## config.mk

```make
export PLATFORM = sky130hd
export DESIGN_NAME = pit_timer_top
export DESIGN_NICKNAME = d
export VERILOG_FILES = /design/src/pit_pkg.sv /design/src/pit_bus_if.sv /design/src/pit_tick_sync.sv /design/src/pit_bus_decode.sv /design/src/pit_channel.sv /design/src/pit_timer_top.sv
export SDC_FILE = /design/constraint.sdc
export NUM_CORES = 1
export LEC_CHECK = 0
export BUFFER_PORTS_ARGS = -buffer_cell sky130_fd_sc_hd__buf_2
export CAP_MARGIN = 20
export CORE_ASPECT_RATIO = 1.25
export CORE_UTILIZATION = 35
export DETAILED_ROUTE_END_ITERATION = 12
export SLEW_MARGIN = 20
export SYNTH_ARGS = -nofsm -noshare
export SYNTH_HDL_FRONTEND = slang
export SYNTH_SLANG_ARGS = --single-unit
```

## constraint.sdc

```tcl
create_clock -name clk -period 3.3 [get_ports clk]
set_input_delay 0.33 -clock clk [delete_from_list [all_inputs] [get_ports clk]]
set_output_delay 0.33 -clock clk [all_outputs]
set_load 0.1 [all_outputs]
```

## src/pit_pkg.sv

```systemverilog
// channel 0 only, binary counting only; other channels and BCD are not supported
package pit_pkg;

    // bus data width with the control byte in the upper half
    localparam int pit_data_w = 16;

    // width of the count, reload and latch registers
    localparam int pit_count_w = 16;

    // one byte of the bus or of the counter
    localparam int pit_byte_w = 8;

    // bit position of the control byte within a bus word
    localparam int pit_ctrl_lsb = 8;

    // register offsets on bus address bit 1
    localparam logic pit_addr_data = 1'b0;
    localparam logic pit_addr_ctrl = 1'b1;

    // field positions inside the control byte
    localparam int pit_ctrl_chan_lsb = 6;
    localparam int pit_ctrl_rw_lsb = 4;
    localparam int pit_ctrl_mode_lsb = 1;

    // access mode codes of the rw field
    localparam logic [1:0] pit_rw_latch = 2'b00;
    localparam logic [1:0] pit_rw_low = 2'b01;
    localparam logic [1:0] pit_rw_high = 2'b10;
    localparam logic [1:0] pit_rw_both = 2'b11;

    // low two mode bits that select the rate generator (modes 2 and 6)
    localparam logic [1:0] pit_mode_rate_bits = 2'b10;

    // channel field value that addresses counter 0
    localparam logic [1:0] pit_channel0 = 2'b00;

endpackage

```

## src/pit_bus_if.sv

```systemverilog
// strobes are single-cycle pulses valid in the cycle access is sampled; rdata is combinational
`timescale 1ns/1ps

interface pit_bus_if;
    import pit_pkg::*;

    // decoded register accesses
    logic data_wr;
    logic data_rd;
    logic ctrl_wr;

    // raw bus write word from which the channel picks the byte it needs
    logic [pit_data_w-1:0] wdata;

    // read value from the channel with the byte in the low half
    logic [pit_data_w-1:0] rdata;

    modport decoder (
        output data_wr,
        output data_rd,
        output ctrl_wr,
        output wdata,
        input  rdata
    );

    modport channel (
        input  data_wr,
        input  data_rd,
        input  ctrl_wr,
        input  wdata,
        output rdata
    );

endinterface

```

## src/pit_tick_sync.sv

```systemverilog
// pit_clk must stay high and low for at least two clk cycles each, or edges are lost
`timescale 1ns/1ps

module pit_tick_sync (
    input  logic clk,
    input  logic reset,
    input  logic pit_clk,
    output logic tick
);

    logic sync_meta;
    logic sync_level;
    logic level_prev;

    // two stages settle the asynchronous input, the third remembers the last level
    always_ff @(posedge clk or posedge reset) begin
        if (reset) begin
            sync_meta <= 1'b0;
            sync_level <= 1'b0;
            level_prev <= 1'b0;
        end else begin
            sync_meta <= pit_clk;
            sync_level <= sync_meta;
            level_prev <= sync_level;
        end
    end

    // one cycle per rising edge of the synchronized level
    assign tick = sync_level & ~level_prev;

endmodule

```

## src/pit_bus_decode.sv

```systemverilog
// master holds access high for one cycle only and must not start a new access while ack is high
`timescale 1ns/1ps

module pit_bus_decode (
    input  logic                          clk,
    input  logic                          reset,
    input  logic                          cs,
    input  logic                          access,
    input  logic                          addr,
    input  logic                          wr_en,
    input  logic [1:0]                    bytesel,
    input  logic [pit_pkg::pit_data_w-1:0] data_in,
    output logic [pit_pkg::pit_data_w-1:0] data_out,
    output logic                          ack,
    pit_bus_if.decoder                    bus
);
    import pit_pkg::*;

    logic data_sel;
    logic ctrl_sel;

    // the data register uses the low byte lane, the control register the high lane
    assign data_sel = cs & access & (addr == pit_addr_data) & bytesel[0];
    assign ctrl_sel = cs & access & (addr == pit_addr_ctrl) & bytesel[1];

    assign bus.data_wr = data_sel & wr_en;
    assign bus.data_rd = data_sel & ~wr_en;
    assign bus.ctrl_wr = ctrl_sel & wr_en;
    assign bus.wdata = data_in;

    // every selected access is acknowledged one cycle later, decoded or not
    always_ff @(posedge clk or posedge reset) begin
        if (reset) begin
            ack <= 1'b0;
        end else begin
            ack <= cs & access;
        end
    end

    // read data is only presented during the ack cycle of a data read
    always_ff @(posedge clk or posedge reset) begin
        if (reset) begin
            data_out <= '0;
        end else if (bus.data_rd) begin
            data_out <= bus.rdata;
        end else begin
            data_out <= '0;
        end
    end

endmodule

```

## src/pit_channel.sv

```systemverilog
// counter 0 only; counts solely in rate generator modes, holds in all other modes, no gate input
`timescale 1ns/1ps

module pit_channel (
    input  logic        clk,
    input  logic        reset,
    input  logic        tick,
    pit_bus_if.channel  bus,
    output logic        intr
);
    import pit_pkg::*;

    logic [pit_byte_w-1:0]  ctrl_byte;
    logic [1:0]             ctrl_chan;
    logic [1:0]             ctrl_rw;
    logic [2:0]             ctrl_mode;
    logic [pit_byte_w-1:0]  wr_byte;
    logic                   ctrl_ch0_wr;
    logic                   latch_cmd;

    logic [pit_count_w-1:0] count;
    logic [pit_count_w-1:0] reload;
    logic [pit_count_w-1:0] latched_count;
    logic [1:0]             latched;
    logic [1:0]             rw;
    logic [2:0]             mode;
    logic                   byte_low;
    logic [pit_byte_w-1:0]  rd_byte;

    // control word fields
    assign ctrl_byte = bus.wdata[pit_ctrl_lsb +: pit_byte_w];
    assign ctrl_chan = ctrl_byte[pit_ctrl_chan_lsb +: 2];
    assign ctrl_rw = ctrl_byte[pit_ctrl_rw_lsb +: 2];
    assign ctrl_mode = ctrl_byte[pit_ctrl_mode_lsb +: 3];

    // data writes use the low byte lane
    assign wr_byte = bus.wdata[pit_byte_w-1:0];

    // control words for channels 1 and 2 are dropped here
    assign ctrl_ch0_wr = bus.ctrl_wr & (ctrl_chan == pit_channel0);
    assign latch_cmd = ctrl_ch0_wr & (ctrl_rw == pit_rw_latch);

    // programming state, byte pointer and latch flags
    always_ff @(posedge clk or posedge reset) begin
        if (reset) begin
            rw <= pit_rw_latch;
            mode <= 3'b000;
            byte_low <= 1'b0;
            latched <= 2'b00;
        end else if (ctrl_ch0_wr) begin
            if (latch_cmd) begin
                // both bytes of the snapshot are pending
                latched <= 2'b11;
            end else begin
                rw <= ctrl_rw;
                mode <= ctrl_mode;
                byte_low <= ctrl_rw[0];
            end
        end else if (bus.data_wr) begin
            // alternate between low and high byte in two-byte mode
            if (rw == pit_rw_both) begin
                byte_low <= ~byte_low;
            end
        end else if (bus.data_rd) begin
            if (|latched) begin
                latched <= {1'b0, latched[1]};
            end
        end
    end

    // snapshot of the count that shifts down one byte per read
    always_ff @(posedge clk) begin
        if (latch_cmd) begin
            latched_count <= count;
        end else if (bus.data_rd && |latched) begin
            latched_count <= {{pit_byte_w{1'b0}}, latched_count[pit_count_w-1:pit_byte_w]};
        end
    end

    // the reload value takes one byte per data write
    always_ff @(posedge clk or posedge reset) begin
        if (reset) begin
            reload <= '0;
        end else if (bus.data_wr) begin
            if (byte_low) begin
                reload[pit_byte_w-1:0] <= wr_byte;
            end else begin
                reload[pit_count_w-1:pit_byte_w] <= wr_byte;
            end
        end
    end

    // the down-counter reloads when it has reached zero
    always_ff @(posedge clk or posedge reset) begin
        if (reset) begin
            count <= '0;
            intr <= 1'b0;
        end else if (tick && mode[1:0] == pit_mode_rate_bits) begin
            count <= ((count == '0) ? reload : count) - 1'b1;
            // intr goes low for one tick period when the terminal count is passed
            intr <= (count != pit_count_w'(1));
        end
    end

    // a pending latch wins over the live count
    always_comb begin
        if (|latched) begin
            rd_byte = latched_count[pit_byte_w-1:0];
        end else if (rw[0]) begin
            rd_byte = count[pit_byte_w-1:0];
        end else begin
            rd_byte = count[pit_count_w-1:pit_byte_w];
        end
    end

    assign bus.rdata = {{(pit_data_w-pit_byte_w){1'b0}}, rd_byte};

endmodule

```

## src/pit_timer_top.sv

```systemverilog
// single-channel interval timer; data register at addr 0 low byte, control at addr 1 high byte
`timescale 1ns/1ps

module pit_timer_top (
    input  logic                          clk,
    input  logic                          reset,
    input  logic                          pit_clk,
    input  logic                          cs,
    input  logic                          access,
    input  logic                          addr,
    input  logic [pit_pkg::pit_data_w-1:0] data_in,
    output logic [pit_pkg::pit_data_w-1:0] data_out,
    input  logic [1:0]                    bytesel,
    input  logic                          wr_en,
    output logic                          ack,
    output logic                          intr
);

    logic tick;

    pit_bus_if bus ();

    pit_tick_sync u_tick_sync (
        .clk     (clk),
        .reset   (reset),
        .pit_clk (pit_clk),
        .tick    (tick)
    );

    pit_bus_decode u_bus_decode (
        .clk      (clk),
        .reset    (reset),
        .cs       (cs),
        .access   (access),
        .addr     (addr),
        .wr_en    (wr_en),
        .bytesel  (bytesel),
        .data_in  (data_in),
        .data_out (data_out),
        .ack      (ack),
        .bus      (bus.decoder)
    );

    pit_channel u_channel (
        .clk   (clk),
        .reset (reset),
        .tick  (tick),
        .bus   (bus.channel),
        .intr  (intr)
    );

endmodule

```

# Word level (Yosys, flattened, before mapping)
# Index checks and enable logic that the tools add are counted.
# totals
ff_bits	76
in_bits	25
elab_cells	68
output_inout_bits	18
# classes
n_mux	15
reduce_logical	16
eq_ne	6
n_addsub	1
n_bitwise	16
# ops
op	n
$mux W16	3
$mux W8	3
$logic_not A16 Y1	1
$ne A16 B1 Y1 const B	1
$sub A16 B1 Y16 const B	1
$and A1 B1 Y1	11
$mux W2	5
$reduce_bool A2 Y1	5
$reduce_and A2 Y1	3
$not A1 Y1	5
$eq A2 B2 Y1 const B	2
$logic_not A2 Y1	2
$mux W1	4
$ne A2 B2 Y1 const B	2
$reduce_and A4 Y1	1
$reduce_and A3 Y1	1
$logic_and A1 B1 Y1	2
$ne A2 B1 Y1 const B	1
$reduce_or A2 Y1	1

# Depth between registers and ports, before layout
# Gate-level depths: netlist of run 1.
# depth
ltp_word	8
ltp_mapped	13
depth_no_buf	11

# Hierarchy
# A second synthesis of run 1 with hierarchy kept.
# unflattened
hier_cells	370
hier_area_um2	3967.6
# by_module_without_submodules
mod	n_inst	seq_area_each_um2	cells_per_inst	area_per_inst_um2
pit_channel	1	1481.4	306	3136.8
pit_bus_decode	1	425.4	59	738.2
pit_tick_sync	1	75.1	5	92.6

# Worst setup path before layout of run 1
# No wires, ideal clock.
# synth_path
kind	register -> register
start	register u_channel.count[7]
end	register u_channel.count[10]
setup_time_ns	0.071
n_path_buf	2
stages_incl_launch_ff	14
path_slack_ns	0.044
t_arrival_ns	3.185
required_ns	3.229
synth_period_minus_slack_ns	3.256
cell_sequence	dfrtp_1 > or3_1 > clkbuf_1 > or4_4 > nor2_8 > buf_4 > a21oi_1 > ha_1 > or3b_2 > nor4_2 > o21ai_2 > or3_1 > a2111o_1 > nand4_1
# synth_between
elab_chain_cells	3
# synth_rtl
element	line_no	text
from (decl)	pit_channel.sv:21	logic [pit_count_w-1:0] count;
from (signal assigned)	pit_channel.sv:99	count <= ((count == '0) ? reload : count) - 1'b1;
$logic_not A16 Y1	pit_channel.sv:99	
$mux W16 *	pit_channel.sv:99	
$sub A16 B1 Y16 *	pit_channel.sv:99	
# Mark *: on every way between the ends. The rest lies on a longest branch, timed or not.
# A chain may end at the register's enable or synchronous reset.

# Final worst setup path of run 1
# layout_path
start	register u_channel.count[4]
end	register u_channel.count[10]
# The elaborated chain is that of the path after synthesis.

==> metrics.yaml, run 1 <==
final_util: 0.4323
hold_ws_ps: 105.1
grt_pass1_vias: 2737
synth_top_family_by_area: "simple AND/OR/NAND/NOR gates"
cts_resized: 0
synth_adder_area_share: 0.003525
yosys.area.top_type_share: 0.3666
vias_per_cell: 5.301
yosys-top-cells-area: "dfrtp_1, edfxtp_1, nand2_1"
synth_common_cells: "dfrtp_1, nand2_1, nor2_1"
grt_max_degree: 42
yosys.area_share.xor_xnor: 0
peakVddDrop_mv: 0.2797
worst_clock_skew_ps: 3.329
leakage_nw: 1.869
hold_violations: 0
path_clk_slew_ps: 50
antenna_left: 0
startpoint_type: "register"
diodes: 0
dr.pass1.iters: 4
worst_slew_pin_slew_ps: 1019
numCtsBuffers: 9
crit_arrival_ps: 3420
htree_levels: 3
r2r_cells: 10
rsz0062_at_grt: "no"
synth-compound-area-share: 0.1421
cts.sinks: 68
reg2reg_from: "u_channel.count[4]"
fillers: 955
multi_input_area_sq_um: 1643
cts_buffer_depth: 2
path_cells: "nor4_1, and3_1, a21oi_1, ha_1, or3b_2, nor4_2, o21ai_2, or3_1, a2111o_1, nand4_1"
io_buffers: 32
path_max_fanout: 10
dpl_cell_area_sq_um: 3913
synth-edff-count: 16
synthMuxAreaShare: 0.08777
groute.usage.overall: 0.1733
finalCriticalPeriod_ps: 3152
yosysUniqueCellTypes: 58
netlist_instances: 350
synth-main-ff-cell: "dfrtp_1"
r2r-end: "u_channel.count[10]"
worst_ep_required_time_ps: 3560
wl_mm: 8.413
wl_per_cell_microns: 16.02
initial_core_util: 0.3656
hold_path.class: "in2reg"
syn_to_final_growth_pct: 18.26
syn_area_sq_um: 3550
first_iter_violations: 145
max_freq_mhz: 317.3
core_sq_um: 9709
grt-ovfl-total: 0
vias: 2783
synth-simple-area-share: 0.2150
drive_gt1_frac: 0.2381
final_cell_area_sq_um: 4198
final-seq-area_sq_um: 1782
outcome: "complete, no violations"
holdPathEnd: "u_tick_sync.sync_meta"
nNetsFinal: 420
dp.cells: 509
holdBufCountCts: 0
hpwl_mm: 6.167
setup_tns_ps: 0
syn_area_per_cell_sq_um: 10.14
synth.ff_latch_count: 68
cpPeakStageDelay_ps: 530
clockRootBuffer: "clkbuf_16"
fin_crit_sh: 0.9551
row_count: 40
cts_setup_buffers: 0
io_pins: 43
yosysTopAreaCell: "dfrtp_1"
dieArea_sq_um: 10550
grt_pass1_wl_mm: 14.01
drv_slew: 0
powerDensity_nw_per_um2: 620.6
synth_seq_area_share: 0.5019
maxCapViolations: 0
die_h_microns: 114.6
drc_errors: 0
setup_viol: 0
slowest_stage: "dfrtp_1"
holdPathStages: 1
yosysWarnings: 0
clk_latency_ps: 330
die_x_microns: 92.08
instances_no_fill: 525
end_kind: "register"
antenna_found_initial: 0
gp_congestion: 0.8830
reg2reg_slack_ps: 150
worstHoldStart: "pit_clk"
worst-setup-path-type: "reg2reg"
async_reset_ff_frac: 0.7647
slew-limit-headroom: 0.3195
tritoncts: "built"
-- critical path: cells and delay by family (launching register included) --
family	cells	cell delay [ps]
simple gates	6	1590
compound gates	3	730
fa+ha+maj	1	230
flops	1	530
-- report_power, final --
group | switching, mW | internal (mW) | leakage [nW]
clock network | 0.341 | 0.582 | 0.135
registers | 0.124 | 0.950 | 0.833
logic | 0.378 | 0.230 | 0.901
-- layout by cell type (no fill, tap or decap), types with 12 or more instances in the layout --
cell / netlist / layout
nand2_1: 52 / 52
dfrtp_1: 52 / 52
buf_2: 0 / 32
nor2_1: 23 / 23
buf_4: 9 / 20
o21ai_0: 18 / 18
mux2_2: 17 / 17
edfxtp_1: 16 / 16
a21oi_1: 13 / 13
mux2i_1: 12 / 12
-- metrics by stage --
step | setup slack, ps | power [mW]
3_5_place_dp | 214.0 | 1.691
4_1_cts | 178.3 | 2.614
2_1_floorplan | 44.02 | 1.502
5_1_grt | 7.612 | 2.724
3_3_place_gp | 245.0 | 1.682
6_report | 148.2 | 2.605
-- logic make-up after synthesis --
logic type	Yosys count
compound gates	75
fa+ha+maj	1
buf+inv	33
flops	68
mux	29
other cells	1
simple gates	143
-- metal layers --
metal,vias to the layer above,track usage,part of all wire
met4,0,0.06875,0.017
met3,13,0.04250,0.028
met1,1353,0.2086,0.45
met2,54,0.2970,0.51
li1,1363,-,-
met5,-,0,0
-- how the worst max path moves through the flow --
stage,from,end,slack [ps],cells after the start
finish,u_channel.count[4],u_channel.count[10],150,10
global route,u_channel.count[4],u_channel.count[10],8,10
CTS,u_channel.count[4],u_channel.count[10],180,10
detailed placement,u_channel.count[4],u_channel.count[12],210,10
global placement,u_channel.count[4],u_channel.count[10],240,10
floorplan,u_channel.count[7],u_channel.count[10],40,13
-- state kept, by name, summed over array words and instances (netlist names) --
register / cells
u_channel.latched: 2
u_channel.reload: 16
u_channel.byte_low: 1
u_channel.count: 16
u_tick_sync.level_prev: 1
u_channel.intr: 1
u_tick_sync.sync_level: 1
u_bus_decode.data_out: 8
u_channel.rw: 2
u_channel.latched_count: 16
u_channel.mode: 2
u_bus_decode.ack: 1
u_tick_sync.sync_meta: 1
-- final cells by class --
type / instances / share of cell area
clock buffers: 13 / 0.05723
repair buffers: 52 / 0.07392
multi-input cells: 256 / 0.3914
clock inverters: 3 / 0.009240
flip-flops and latches: 68 / 0.4244
inverters: 7 / 0.006259
well taps: 126 / 0.03756
No activity file was read; power rests on OpenSTA's default activity.
==> run 2, diff against run 1 <==
--- a/config.mk
+++ b/config.mk
@@ -8,6 +8,7 @@
 export BUFFER_PORTS_ARGS = -buffer_cell sky130_fd_sc_hd__buf_2
 export CAP_MARGIN = 20
 export CORE_ASPECT_RATIO = 1.25
+export CORE_MARGIN = 2
 export CORE_UTILIZATION = 35
 export DETAILED_ROUTE_END_ITERATION = 12
 export SLEW_MARGIN = 20
==> run 2 against run 1 <==
Compared with the run above:
- final area increased by 0.21%
- critical path type unchanged
- non-clock buffer count is 1 lower
- critical endpoint unchanged
- setup slack improved by 72 ps
- largest cell class unchanged
- critical path depth stayed put
==> metrics.yaml, run 2 (synthesized netlist as in run 1, its figures left out) <==
outcome: "complete, no violations"
die_x_microns: 94.08
nNetsFinal: 419
final-seq-area_sq_um: 1785
finalCriticalPeriod_ps: 3079
seqPwrFrac: 0.410
wl_mm: 8.291
p_clk_frac: 0.361
drv_slew: 0
holdPathStages: 1
vias: 2794
syn_to_final_growth_pct: 18.51
multi_input_area_sq_um: 1637
io_pins: 43
r2r-end: "u_channel.count[10]"
rsz0062_at_grt: "no"
worst_ep_required_time_ps: 3560
powerDensity_nw_per_um2: 624.7
p_int_mw: 1.780
r2r_cells: 10
htree_levels: 3
hold_ws_ps: 105.9
fin_crit_sh: 0.9332
setup_viol: 0
groute.usage.overall: 0.1615
max_freq_mhz: 324.7
grt_max_degree: 42
initial_core_util: 0.3548
sw_frac_of_total: 0.3226
startpoint_type: "register"
clockRootBuffer: "clkbuf_16"
grt_pass1_wl_mm: 13.68
numCtsBuffers: 9
drive_gt1_frac: 0.2487
worstHoldStart: "pit_clk"
hpwl_mm: 6.054
worst_clock_skew_ps: 5.191
worst-setup-path-type: "reg2reg"
die_h_microns: 116.6
antenna_left: 0
path_clk_slew_ps: 50
layout_common_cells: "nand2_1, dfrtp_1, buf_2"
slew-limit-headroom: 0.3104
hold_violations: 0
hold_path.class: "in2reg"
peakVddDrop_mv: 0.2324
final_common_cell: "nand2_1"
diodes: 0
maxCapViolations: 0
top_regs: "u_channel.count (16), u_channel.latched_count (16), u_channel.reload (16)"
tritoncts: "built"
row_count: 41
grt-ovfl-total: 0
fillers: 999
gp_congestion: 0.8575
reg2reg_slack_ps: 220
antenna_found_initial: 0
cts.sinks: 68
combinationalPowerShare: 0.229
dpl_cell_area_sq_um: 3909
leakage_nw: 1.867
path_max_fanout: 8
dr.pass1.iters: 4
cts_buffer_depth: 2
setup_tns_ps: 0
crit_arrival_ps: 3340
reg2reg_from: "u_channel.count[8]"
drc_errors: 0
switchingPower_mw: 0.8476
dieArea_sq_um: 10970
wl_per_cell_microns: 15.73
io_buffers: 32
end_kind: "register"
worst_slew_pin_slew_ps: 1033
first_iter_violations: 227
core_sq_um: 10000
final_cell_area_sq_um: 4207
grt_pass1_vias: 2790
vias_per_cell: 5.302
holdPathEnd: "u_tick_sync.sync_meta"
clk_latency_ps: 330
==> run 2: repair_timing <==
action                                  CTS  global route
hold buffers                              0             0
endpoints found under the setup margin    0             1
buffers inserted                          0             0
resized for setup                         0             3
==> run 2: worst max path at each step <==
stage / cells after the start / from / end
2_1_floorplan: 13 / u_channel.count[7] / u_channel.count[10]
3_3_place_gp: 10 / u_channel.count[5] / u_channel.count[10]
3_5_place_dp: 10 / u_channel.count[5] / u_channel.count[10]
4_1_cts: 10 / u_channel.count[3] / u_channel.count[10]
5_1_grt: 10 / u_channel.count[8] / u_channel.count[10]
6_report: 10 / u_channel.count[8] / u_channel.count[10]
==> run 2: layout make-up <==
cell class | count | share of cell area
clock buffers | 11 | 0.05770
clock inverters | 5 | 0.01220
inverters | 7 | 0.006246
multi-input cells | 256 | 0.3891
flip-flops and latches | 68 | 0.4244
well taps | 129 | 0.03837
repair buffers | 51 | 0.07198
==> run 2: stage by stage <==
stage / power (mW) / setup WS [ps] / cells / utilization
global route: 2.761 / 16.63 / 527 / 0.4205
detailed placement: 1.687 / 197.7 / 511 / 0.3907
CTS: 2.641 / 187.0 / 527 / 0.4201
floorplan: 1.502 / 44.02 / 357 / -
finish: 2.628 / 220.6 / 527 / 0.4205
global placement: 1.671 / 277.8 / 511 / 0.3907
==> run 2: metal layers <==
metal | routed length [microns] | up-vias | global-route usage
met5 | 0 | - | 0
met4 | 257 | 0 | 0.07923
met3 | 249 | 26 | 0.03355
met2 | 4248 | 54 | 0.2829
li1 | - | 1365 | -
met1 | 3536 | 1349 | 0.1877
==> run 2: power groups by stage <==
stage	logic (mW)	clock network [mW]	registers [mW]
after global placement	0.589	0	1.08
final	0.602	0.949	1.08
after global routing	0.658	1.01	1.09
after detailed placement	0.600	0	1.09
after CTS	0.603	0.965	1.07
after floorplan	0.421	0	1.08
==> run 2: worst max-delay path, cell delays in order, from the launching register on <==
cell,delay (ps)
dfrtp_1,480
nor4_1,140
and3_1,230
a21oi_1,210
ha_1,220
or3b_2,520
nor4_2,190
o21ai_2,130
or3_1,400
a2111o_1,400
nand4_1,80
